===== src/logic/sram_cfg_pkg.sv =====
package sram_cfg_pkg;

    // ~~~~~~~~~~~~~~~~~~~~~~~~~~~~~~~~~~~~~~~~
    // chip variant: 23LC512, 64 KB
    // ~~~~~~~~~~~~~~~~~~~~~~~~~~~~~~~~~~~~~~~~
    localparam int addr_bits  = 16;
    localparam int addr_bytes = addr_bits / 8;

    localparam logic [7:0] cmd_read  = 8'h03;
    localparam logic [7:0] cmd_write = 8'h02;
    localparam logic [7:0] cmd_eqio  = 8'h38;   // enter quad io

    localparam int dummy_bytes = 1;

    // ~~~~~~~~~~~~~~~~~~~~~~~~~~~~~~~~~~~~~~~~
    // controller sizing
    // ~~~~~~~~~~~~~~~~~~~~~~~~~~~~~~~~~~~~~~~~
    localparam int sck_div    = 4;   // clk cycles per sck half period
    localparam int fifo_depth = 8;
    localparam int cmd_depth  = 2;
    localparam int test_words = 4;

endpackage


===== src/logic/sram_if_pkg.sv =====
package sram_if_pkg;

    typedef logic [31:0] word_t;

    typedef struct packed {
        logic        write;
        logic [5:0]  size;    // in words
        logic [23:0] addr;
    } sram_cmd_t;

    typedef enum logic [2:0] {
        ph_init,
        ph_idle,
        ph_opcode,
        ph_addr,
        ph_dummy,
        ph_wdata,
        ph_rdata,
        ph_finish
    } seq_phase_t;

    typedef struct packed {
        logic [7:0] data;
        logic       quad;     // 4 bits per edge
        logic       drive;    // master owns the bus
        logic       last;     // release cs after this byte
    } shift_req_t;

endpackage


===== src/logic/word_fifo.sv =====
`timescale 1ns/10ps

module word_fifo #(
    parameter type payload_t = logic [31:0],
    parameter int  depth     = 8
) (
    input  logic                         clk,
    input  logic                         rst_n,
    input  logic                         push,
    input  payload_t                     din,
    input  logic                         pop,
    output payload_t                     dout,
    output logic                         empty,
    output logic                         full,
    output logic [$clog2(depth+1)-1:0]   count
);
    localparam int aw = (depth > 1) ? $clog2(depth) : 1;

    payload_t      mem [depth];
    logic [aw-1:0] wr_ptr;
    logic [aw-1:0] rd_ptr;
    logic          do_push;
    logic          do_pop;

    assign empty   = (count == '0);
    assign full    = (count == ($clog2(depth+1))'(depth));
    assign do_push = push && !full;
    assign do_pop  = pop && !empty;
    assign dout    = mem[rd_ptr];   // show-ahead

    always_ff @(posedge clk) begin
        if (do_push) begin
            mem[wr_ptr] <= din;
        end
    end

    always_ff @(posedge clk) begin
        if (!rst_n) begin
            wr_ptr <= '0;
            rd_ptr <= '0;
            count  <= '0;
        end else begin
            if (do_push) begin
                wr_ptr <= (wr_ptr == aw'(depth - 1)) ? '0 : wr_ptr + 1'b1;
            end
            if (do_pop) begin
                rd_ptr <= (rd_ptr == aw'(depth - 1)) ? '0 : rd_ptr + 1'b1;
            end
            case ({do_push, do_pop})
                2'b10:   count <= count + 1'b1;
                2'b01:   count <= count - 1'b1;
                default: ;
            endcase
        end
    end

endmodule


===== src/logic/qspi_shifter.sv =====
`timescale 1ns/10ps

module qspi_shifter (
    input  logic                    clk,
    input  logic                    rst_n,
    input  logic                    go,
    input  sram_if_pkg::shift_req_t req,
    output logic                    byte_done,
    output logic [7:0]              rx_byte,
    output logic                    cs,
    output logic                    sck,
    output logic [3:0]              sio_o,
    output logic [3:0]              sio_oe,
    input  logic [3:0]              sio_i
);
    localparam int div_w = (sram_cfg_pkg::sck_div > 1) ? $clog2(sram_cfg_pkg::sck_div) : 1;

    logic             busy;
    logic [div_w-1:0] div_cnt;
    logic [3:0]       edge_cnt;   // sck edges in this byte
    logic             quad;
    logic             last;
    logic [7:0]       tx;
    logic             tick;
    logic             last_edge;
    logic             start;

    assign start     = go && !busy;
    assign tick      = busy && (div_cnt == div_w'(sram_cfg_pkg::sck_div - 1));
    assign last_edge = (edge_cnt == (quad ? 4'd3 : 4'd15));
    assign byte_done = tick && last_edge;
    assign sio_o     = quad ? tx[7:4] : {3'b000, tx[7]};

    always_ff @(posedge clk) begin
        if (!rst_n) begin
            busy     <= 1'b0;
            div_cnt  <= '0;
            edge_cnt <= '0;
            cs       <= 1'b1;
            sck      <= 1'b0;
            sio_oe   <= 4'b0000;
            quad     <= 1'b0;
            last     <= 1'b0;
        end else if (start) begin
            busy     <= 1'b1;
            div_cnt  <= '0;
            edge_cnt <= '0;
            cs       <= 1'b0;
            quad     <= req.quad;
            last     <= req.last;
            if (!req.drive) begin
                sio_oe <= 4'b0000;
            end else begin
                sio_oe <= req.quad ? 4'b1111 : 4'b0001;
            end
        end else if (tick) begin
            div_cnt  <= '0;
            edge_cnt <= edge_cnt + 1'b1;
            sck      <= ~sck;
            if (last_edge) begin
                busy <= 1'b0;
                if (last) begin
                    cs     <= 1'b1;
                    sio_oe <= 4'b0000;
                end
            end
        end else if (busy) begin
            div_cnt <= div_cnt + 1'b1;
        end
    end

    // first bits go out with go, the rest on falling sck
    always_ff @(posedge clk) begin
        if (start) begin
            tx <= req.data;
        end else if (tick && sck) begin
            tx <= quad ? {tx[3:0], 4'h0} : {tx[6:0], 1'b0};
        end else if (tick && !sck) begin
            rx_byte <= quad ? {rx_byte[3:0], sio_i} : {rx_byte[6:0], sio_i[1]};   // SO in spi
        end
    end

endmodule


===== src/logic/sram_sequencer.sv =====
`timescale 1ns/10ps

module sram_sequencer (
    input  logic                                          clk,
    input  logic                                          rst_n,
    input  sram_if_pkg::sram_cmd_t                        cmd,
    input  logic                                          cmd_empty,
    output logic                                          cmd_pop,
    input  sram_if_pkg::word_t                            wr_word,
    output logic                                          wr_pop,
    output sram_if_pkg::word_t                            rd_word,
    output logic                                          rd_push,
    input  logic [$clog2(sram_cfg_pkg::fifo_depth+1)-1:0] rd_count,
    output logic                                          done,
    output sram_if_pkg::shift_req_t                       shift_req,
    output logic                                          go,
    input  logic                                          byte_done,
    input  logic [7:0]                                    rx_byte
);
    sram_if_pkg::seq_phase_t phase;
    sram_if_pkg::sram_cmd_t  cur;
    logic                    pend;       // byte handed to the shifter
    logic [7:0]              cnt;        // byte count within a phase
    logic [23:0]             acc;
    logic                    room;
    logic                    word_end;
    logic                    data_end;

    // a read waits until its whole burst fits in the read fifo
    assign room     = cmd.write ||
                      (int'(rd_count) + int'(cmd.size) <= sram_cfg_pkg::fifo_depth);
    assign cmd_pop  = (phase == sram_if_pkg::ph_idle) && !cmd_empty && room;
    assign done     = (phase == sram_if_pkg::ph_idle) && cmd_empty;
    assign go       = !pend && (phase != sram_if_pkg::ph_idle) &&
                      (phase != sram_if_pkg::ph_finish);
    assign word_end = (cnt[1:0] == 2'd3);
    assign data_end = (cnt == {cur.size, 2'b00} - 8'd1);
    assign wr_pop   = byte_done && (phase == sram_if_pkg::ph_wdata) && word_end;
    assign rd_push  = byte_done && (phase == sram_if_pkg::ph_rdata) && word_end;
    assign rd_word  = {acc, rx_byte};   // msb first

    always_comb begin
        shift_req = '{data: 8'h00, quad: 1'b1, drive: 1'b0, last: 1'b0};
        case (phase)
            sram_if_pkg::ph_init: begin
                shift_req = '{data: sram_cfg_pkg::cmd_eqio, quad: 1'b0, drive: 1'b1, last: 1'b1};
            end
            sram_if_pkg::ph_opcode: begin
                shift_req.data  = cur.write ? sram_cfg_pkg::cmd_write : sram_cfg_pkg::cmd_read;
                shift_req.drive = 1'b1;
            end
            sram_if_pkg::ph_addr: begin
                shift_req.data  = 8'(cur.addr >> (8 * (sram_cfg_pkg::addr_bytes - 1 - int'(cnt))));
                shift_req.drive = 1'b1;
            end
            sram_if_pkg::ph_wdata: begin
                shift_req.data  = 8'(wr_word >> (8 * (3 - int'(cnt[1:0]))));
                shift_req.drive = 1'b1;
                shift_req.last  = data_end;
            end
            sram_if_pkg::ph_rdata: shift_req.last = data_end;
            default: ;   // dummy clocks with the bus released
        endcase
    end

    always_ff @(posedge clk) begin
        if (!rst_n) begin
            phase <= sram_if_pkg::ph_init;
            pend  <= 1'b0;
            cnt   <= '0;
        end else begin
            if (go) begin
                pend <= 1'b1;
            end else if (byte_done) begin
                pend <= 1'b0;
            end
            case (phase)
                sram_if_pkg::ph_idle: begin
                    if (cmd_pop) begin
                        phase <= sram_if_pkg::ph_opcode;
                        cnt   <= '0;
                    end
                end
                sram_if_pkg::ph_finish: phase <= sram_if_pkg::ph_idle;
                default: begin
                    if (byte_done) begin
                        cnt <= cnt + 1'b1;
                        case (phase)
                            sram_if_pkg::ph_init:   phase <= sram_if_pkg::ph_idle;
                            sram_if_pkg::ph_opcode: begin
                                phase <= sram_if_pkg::ph_addr;
                                cnt   <= '0;
                            end
                            sram_if_pkg::ph_addr: begin
                                if (cnt == 8'(sram_cfg_pkg::addr_bytes - 1)) begin
                                    phase <= cur.write ? sram_if_pkg::ph_wdata
                                                       : sram_if_pkg::ph_dummy;
                                    cnt   <= '0;
                                end
                            end
                            sram_if_pkg::ph_dummy: begin
                                if (cnt == 8'(sram_cfg_pkg::dummy_bytes - 1)) begin
                                    phase <= sram_if_pkg::ph_rdata;
                                    cnt   <= '0;
                                end
                            end
                            default: if (data_end) phase <= sram_if_pkg::ph_finish;
                        endcase
                    end
                end
            endcase
        end
    end

    always_ff @(posedge clk) begin
        if (cmd_pop) begin
            cur <= cmd;
        end
        if (byte_done && (phase == sram_if_pkg::ph_rdata)) begin
            acc <= {acc[15:0], rx_byte};
        end
    end

endmodule


===== src/logic/spi_sram_fifo.sv =====
`timescale 1ns/10ps

module spi_sram_fifo (
    input  logic                   clk,
    input  logic                   rst_n,
    input  sram_if_pkg::word_t     wr_data,
    input  logic                   wr_valid,
    input  sram_if_pkg::sram_cmd_t cmd,
    input  logic                   cmd_valid,
    output sram_if_pkg::word_t     rd_data,
    input  logic                   rd_pop,
    output logic                   rd_empty,
    output logic                   done,
    output logic                   cs,
    output logic                   sck,
    output logic [3:0]             sio_o,
    output logic [3:0]             sio_oe,
    input  logic [3:0]             sio_i
);
    sram_if_pkg::sram_cmd_t  cmd_head;
    logic                    cmd_empty;
    logic                    cmd_full;
    logic                    cmd_pop;
    sram_if_pkg::word_t      wr_word;
    logic                    wr_full;
    logic                    wr_pop;
    sram_if_pkg::word_t      rd_word;
    logic                    rd_full;
    logic                    rd_push;
    logic [$clog2(sram_cfg_pkg::fifo_depth+1)-1:0] rd_count;
    sram_if_pkg::shift_req_t shift_req;
    logic                    go;
    logic                    byte_done;
    logic [7:0]              rx_byte;

    // ~~~~~~~~~~~~~~~~~~~~~~~~~~~~~~~~~~~~~~~~
    // queues
    // ~~~~~~~~~~~~~~~~~~~~~~~~~~~~~~~~~~~~~~~~
    word_fifo #(.payload_t(sram_if_pkg::sram_cmd_t), .depth(sram_cfg_pkg::cmd_depth)) u_cmd_fifo (
        .clk(clk), .rst_n(rst_n),
        .push(cmd_valid), .din(cmd),
        .pop(cmd_pop), .dout(cmd_head),
        .empty(cmd_empty), .full(cmd_full), .count()
    );

    word_fifo #(.payload_t(sram_if_pkg::word_t), .depth(sram_cfg_pkg::fifo_depth)) u_wr_fifo (
        .clk(clk), .rst_n(rst_n),
        .push(wr_valid), .din(wr_data),
        .pop(wr_pop), .dout(wr_word),
        .empty(), .full(wr_full), .count()
    );

    word_fifo #(.payload_t(sram_if_pkg::word_t), .depth(sram_cfg_pkg::fifo_depth)) u_rd_fifo (
        .clk(clk), .rst_n(rst_n),
        .push(rd_push), .din(rd_word),
        .pop(rd_pop), .dout(rd_data),
        .empty(rd_empty), .full(rd_full), .count(rd_count)
    );

    // ~~~~~~~~~~~~~~~~~~~~~~~~~~~~~~~~~~~~~~~~
    // command engine and serial port
    // ~~~~~~~~~~~~~~~~~~~~~~~~~~~~~~~~~~~~~~~~
    sram_sequencer u_seq (
        .clk(clk), .rst_n(rst_n),
        .cmd(cmd_head), .cmd_empty(cmd_empty), .cmd_pop(cmd_pop),
        .wr_word(wr_word), .wr_pop(wr_pop),
        .rd_word(rd_word), .rd_push(rd_push), .rd_count(rd_count),
        .done(done),
        .shift_req(shift_req), .go(go),
        .byte_done(byte_done), .rx_byte(rx_byte)
    );

    qspi_shifter u_shift (
        .clk(clk), .rst_n(rst_n),
        .go(go), .req(shift_req),
        .byte_done(byte_done), .rx_byte(rx_byte),
        .cs(cs), .sck(sck),
        .sio_o(sio_o), .sio_oe(sio_oe), .sio_i(sio_i)
    );

endmodule


===== src/logic/sram_self_test.sv =====
`timescale 1ns/10ps

module sram_self_test (
    input  logic                   clk,
    input  logic                   rst_n,
    input  logic                   start,
    input  logic [23:0]            base_addr,
    input  sram_if_pkg::word_t     pattern,
    output logic                   busy,
    output logic                   pass,
    output logic                   fail,
    output sram_if_pkg::word_t     wr_data,
    output logic                   wr_valid,
    output sram_if_pkg::sram_cmd_t cmd,
    output logic                   cmd_valid,
    input  sram_if_pkg::word_t     rd_data,
    output logic                   rd_pop,
    input  logic                   rd_empty
);
    typedef enum logic [2:0] {st_idle, st_push, st_wcmd, st_rcmd, st_check} st_t;

    st_t                state;
    logic [23:0]        addr_q;
    sram_if_pkg::word_t pattern_q;
    logic [5:0]         idx;
    logic               err;         // a mismatch seen earlier in this run
    sram_if_pkg::word_t expected;
    logic               last_word;
    logic               miss;

    assign expected  = pattern_q + sram_if_pkg::word_t'(idx);   // wraps at 32 bits
    assign last_word = (idx == 6'(sram_cfg_pkg::test_words - 1));
    assign miss      = (rd_data != expected);
    assign wr_valid  = (state == st_push);
    assign wr_data   = expected;
    assign cmd_valid = (state == st_wcmd) || (state == st_rcmd);
    assign cmd       = '{write: (state == st_wcmd), size: 6'(sram_cfg_pkg::test_words),
                         addr: addr_q};
    assign rd_pop    = (state == st_check) && !rd_empty;

    always_ff @(posedge clk) begin
        if (!rst_n) begin
            state <= st_idle;
            busy  <= 1'b0;
            pass  <= 1'b0;
            fail  <= 1'b0;
            idx   <= '0;
            err   <= 1'b0;
        end else begin
            case (state)
                st_idle: begin
                    if (start) begin
                        state <= st_push;
                        busy  <= 1'b1;
                        pass  <= 1'b0;
                        fail  <= 1'b0;
                        idx   <= '0;
                        err   <= 1'b0;
                    end
                end
                st_push: begin
                    idx <= last_word ? '0 : idx + 1'b1;
                    if (last_word) state <= st_wcmd;
                end
                st_wcmd: state <= st_rcmd;
                st_rcmd: state <= st_check;
                default: begin
                    // every word is drained so the next run starts clean
                    if (!rd_empty) begin
                        idx <= idx + 1'b1;
                        if (miss) err <= 1'b1;
                        if (last_word) begin
                            state <= st_idle;
                            busy  <= 1'b0;
                            pass  <= !err && !miss;
                            fail  <= err || miss;
                        end
                    end
                end
            endcase
        end
    end

    always_ff @(posedge clk) begin
        if ((state == st_idle) && start) begin
            addr_q    <= base_addr;
            pattern_q <= pattern;
        end
    end

endmodule


===== src/logic/sram_test_top.sv =====
`timescale 1ns/10ps

module sram_test_top (
    input  logic               clk,
    input  logic               rst_n,
    input  logic               start,
    input  logic [23:0]        base_addr,
    input  sram_if_pkg::word_t pattern,
    output logic               busy,
    output logic               pass,
    output logic               fail,
    output logic               cs,
    output logic               sck,
    output logic [3:0]         sio_o,
    output logic [3:0]         sio_oe,
    input  logic [3:0]         sio_i
);
    sram_if_pkg::word_t     wr_data;
    logic                   wr_valid;
    sram_if_pkg::sram_cmd_t cmd;
    logic                   cmd_valid;
    sram_if_pkg::word_t     rd_data;
    logic                   rd_pop;
    logic                   rd_empty;

    sram_self_test u_bist (
        .clk(clk), .rst_n(rst_n),
        .start(start), .base_addr(base_addr), .pattern(pattern),
        .busy(busy), .pass(pass), .fail(fail),
        .wr_data(wr_data), .wr_valid(wr_valid),
        .cmd(cmd), .cmd_valid(cmd_valid),
        .rd_data(rd_data), .rd_pop(rd_pop), .rd_empty(rd_empty)
    );

    spi_sram_fifo u_ctrl (
        .clk(clk), .rst_n(rst_n),
        .wr_data(wr_data), .wr_valid(wr_valid),
        .cmd(cmd), .cmd_valid(cmd_valid),
        .rd_data(rd_data), .rd_pop(rd_pop), .rd_empty(rd_empty),
        .done(),     // self-test paces itself on the read fifo
        .cs(cs), .sck(sck),
        .sio_o(sio_o), .sio_oe(sio_oe), .sio_i(sio_i)
    );

endmodule


===== config.mk =====
export PLATFORM = sky130hd
export DESIGN_NAME = sram_test_top
export DESIGN_NICKNAME = d
export VERILOG_FILES = /design/src/logic/sram_cfg_pkg.sv /design/src/logic/sram_if_pkg.sv /design/src/logic/word_fifo.sv /design/src/logic/qspi_shifter.sv /design/src/logic/sram_sequencer.sv /design/src/logic/spi_sram_fifo.sv /design/src/logic/sram_self_test.sv /design/src/logic/sram_test_top.sv
export SDC_FILE = /design/constraint.sdc
export NUM_CORES = 1
export LEC_CHECK = 0
export ABC_AREA = 1
export BUFFER_PORTS_ARGS = -buffer_cell sky130_fd_sc_hd__buf_4
export CORE_MARGIN = 5
export CORE_UTILIZATION = 39
export CTS_CLUSTER_DIAMETER = 50
export CTS_CLUSTER_SIZE = 20
export DETAILED_ROUTE_END_ITERATION = 6
export GPL_TIMING_DRIVEN = 0
export PLACE_DENSITY = 0.58
export SYNTH_ARGS = -nofsm -noshare
export SYNTH_HDL_FRONTEND = slang
export SYNTH_SLANG_ARGS = --single-unit

===== constraint.sdc =====
create_clock -name clk -period 6.2 [get_ports clk]
set_clock_uncertainty 0.15 [all_clocks]
set_input_delay 0.31 -clock clk [delete_from_list [all_inputs] [get_ports clk]]
set_output_delay 0.31 -clock clk [all_outputs]
set_load 0.01 [all_outputs]

==> out/metrics.yaml <==
outcome: "completed"
antenna_found_initial: 1
p_leak_nw: 13.46
portBuffers: 67
cts_setup_buffers: 0
num_vias: 21711
crit_start: "u_ctrl.u_shift.busy"
synth_compound_area_share_pct: 7.208
seq_power_share_pct: 51.3
cts_tree: "done"
drtAntennaViolNets: 0
yosys_warnings: 0
drtIter0Drc: 2191
setup_viol: 0
pwr-share-comb_pct: 10.3
synth_top_family_by_area: "simple AND/OR/NAND/NOR gates"
tns_ns: 0
synthCells: 2771
cts_made_buffers: 71
worstPathRequired_ns: 6.37
hp-class: "input port to flop"
ys_types: 58
grt_setup_unrepaired: "no"
die_w_um: 290.4
min_period_ns: 3.676
insertion_delay_ns: 0.64
slew_headroom_pct: 32.37
postSynthNetCount: 2865
yosysSeqAreaShare_pct: 68.27
hold_viol: 0
drtPass1Iterations: 6
start_kind: "flop"
worstSetupEndpointType: "flop"
cp.arrival_ns: 3.85
synth_enable_flop_cells: 651
timing.fmax_ghz: 0.2720
viasPerCell: 5.286
area_growth_pct: 17.92
slew_violations: 0
synthAdderAreaFrac_pct: 1.339
cts_resized: 0
worstReg2RegStart: "u_ctrl.u_shift.busy"
grt_overflow: 0
synthFlopType: "edfxtp_1"
drv_cap: 0
grt_max_degree: 27
initial_core_util_pct: 39.44
root_buffer: "clkbuf_16"
ys_ff_latch: 720
grt_usage_pct: 19.94
design.core.area_um2: 77720
nets: 3101
cts.sinks: 720
max_slew.worst_pin.slew_ns: 1.009
grt_pass1_vias: 21151
die_area_um2: 84310
cp-endpoint: "u_ctrl.u_rd_fifo.mem[2][21]"
io_pins: 76
p_clk_share_pct: 38.4
num_rows: 102
swShare_pct: 26.57
power_density_nw_per_um2: 319.0
drt_wl_total_um: 86800
clk_pin_slew_worst_paths_ns: 0.08
die_h_um: 290.4
synth-simple-area-share_pct: 18.04
ctsHoldBuffers: 53
post-dp-hpwl_um: 61030
synth_xor_area_share_pct: 0.2571
synthArstFlopShare_pct: 0
path_class: "flop to flop"
ir_worst_vdd_uv: 308.4
htreeDepth: 3
gp_congestion: 0.8902
avgSynthCellArea_um2: 11.06
drc: 0
synth_area_um2: 30660
timing.final.crit_share_pct: 59.29
rr_worst_depth: 13
muxShareOfSynthArea_pct: 0.6204
r2r_end: "u_ctrl.u_rd_fifo.mem[2][21]"
p_int_w: 0.008468
crit_fanout: 9
wl_per_cell_um: 21.13
fillCellCount: 6951
cts_max_path_buffers: 3
drive_above_1_share_pct: 12.49
r2r_slack_ns: 2.52
switchingPower_w: 0.003064
holdWs_ns: 0.1509
grt_pass1_wl_um: 129300
-- state kept, by name, summed over array words and instances (netlist names), 4 cells and up, named ones only --
register	count
u_ctrl.u_rd_fifo.mem	256
u_ctrl.u_wr_fifo.mem	256
u_ctrl.u_cmd_fifo.mem	34
u_bist.pattern_q	32
u_ctrl.u_seq.acc	24
u_ctrl.u_seq.cur	17
u_bist.addr_q	16
u_ctrl.u_seq.cnt	8
u_ctrl.u_shift.rx_byte	8
u_ctrl.u_shift.tx	8
u_bist.idx	6
u_ctrl.u_rd_fifo.count	4
u_ctrl.u_shift.edge_cnt	4
u_ctrl.u_wr_fifo.count	4
-- metrics by stage --
stage                     power [W]  instances  instance area (um^2)  utilization, %  setup WS, ns
after floorplan            0.006665       2771                 30660               -         1.807
after global placement     0.007091       3878                 32460           41.76        -1.192
after detailed placement   0.007179       3921                 33180           42.69         2.529
after CTS                   0.01160       4106                 36150           46.51         2.509
after global routing        0.01196       4106                 36150           46.51         2.269
final                       0.01153       4107                 36150           46.51         2.524
-- critical path, stage by stage, from the launching register on --
cell      delay [ns]
dfxtp_1         0.51
nand2_2         0.16
clkinv_2        0.13
nand2_1         0.09
a211o_4         0.39
inv_1           0.07
nand2_1         0.09
nor3_2          0.20
nand2_1         0.20
nor3_2          0.57
buf_6           0.24
buf_6           0.18
buf_6           0.18
buf_8           0.17
-- layout by cell type (no fill, tap or decap), types with 69 or more instances in the layout --
cell type and n:
edfxtp_1 651, dfxtp_1 69, nor2_1 277, nand2_1 657, clkbuf_1 73, inv_1 189
o21ai_0 202, clkbuf_16 73, nand3_1 240, buf_4 77
-- cells by family (layout without fill, tap and decap cells) --
group           count (synthesis)  count (layout)
simple gates                 1291            1291
flops                         720             720
mux                            17              17
fa+ha+maj                      31              31
xor+xnor                        9               9
buf+inv                       324             619
compound gates                379             379
other cells                     0               1
-- synth_stat cells (3+ instances only) --
cell type / instances / area share (%)
fa_1: 3 / 0.20
nor3_1: 22 / 0.36
a22o_1: 4 / 0.11
ha_1: 28 / 1.1
o211ai_1: 5 / 0.12
clkbuf_1: 64 / 0.78
nor3_2: 3 / 0.098
o22ai_1: 49 / 1.0
nand4_1: 20 / 0.41
a211oi_1: 8 / 0.20
nand2_2: 18 / 0.37
o211a_1: 3 / 0.098
buf_1: 5 / 0.061
nand3_1: 240 / 3.9
edfxtp_1: 651 / 64
a31oi_1: 9 / 0.18
nor2_1: 287 / 3.5
buf_2: 39 / 0.64
nor2_4: 10 / 0.37
xnor2_1: 5 / 0.14
nand2_1: 657 / 8.0
inv_1: 190 / 2.3
o221ai_1: 23 / 0.66
a21oi_1: 53 / 0.87
mux2_2: 16 / 0.59
buf_4: 9 / 0.22
nor2_2: 7 / 0.14
o21ai_0: 202 / 3.3
a22oi_1: 7 / 0.17
dfxtp_1: 69 / 4.5
o21ai_1: 4 / 0.065
xor2_1: 4 / 0.11
nand3b_1: 12 / 0.29
inv_2: 14 / 0.17
nand3_2: 4 / 0.13
-- worst min-delay path by stage --
stage                                 start                           end  slack [ns]  cells after the start
after floorplan                base_addr[0]              u_bist.addr_q[0]        0.26                      0
after global placement    u_bist.addr_q[15]  u_ctrl.u_cmd_fifo.mem[0][15]        0.28                      0
after detailed placement  u_bist.addr_q[11]  u_ctrl.u_cmd_fifo.mem[1][11]        0.28                      0
after CTS                             rst_n      u_ctrl.u_cmd_fifo.rd_ptr        0.12                      4
after global routing                  rst_n    u_ctrl.u_wr_fifo.wr_ptr[1]        0.19                      4
final                                 rst_n      u_ctrl.u_cmd_fifo.rd_ptr        0.15                      4
-- cell type report --
cell class	count	area [um^2]	share of cell area, %
repair buffers	163	1650	4.565
clock buffers	82	1861	5.147
inverters	206	774.5	2.142
flip-flops and latches	720	20930	57.90
plain buffers	118	533.0	1.474
clock inverters	50	574.3	1.589
multi-input cells	1727	8523	23.58
diodes	1	2.502	0.006922
well taps	1040	1301	3.600
-- power groups by stage --
stage          clock network, W  registers, W  logic [W]
6_report                0.00443       0.00591    0.00119
5_1_grt                 0.00471       0.00594    0.00131
4_1_cts                 0.00449       0.00591    0.00119
3_5_place_dp                  0       0.00602    0.00116
3_3_place_gp                  0       0.00603    0.00106
2_1_floorplan                 0       0.00596   0.000709
-- per-layer routing --
layer	up-vias	wire (um)	GRT usage [%]
li1	10170	-	-
met1	10580	35750	25.88
met2	786	42440	34.03
met3	175	5624	3.133
met4	0	2991	7.354
met5	-	0	0
No activity file was read; power rests on OpenSTA's default activity.
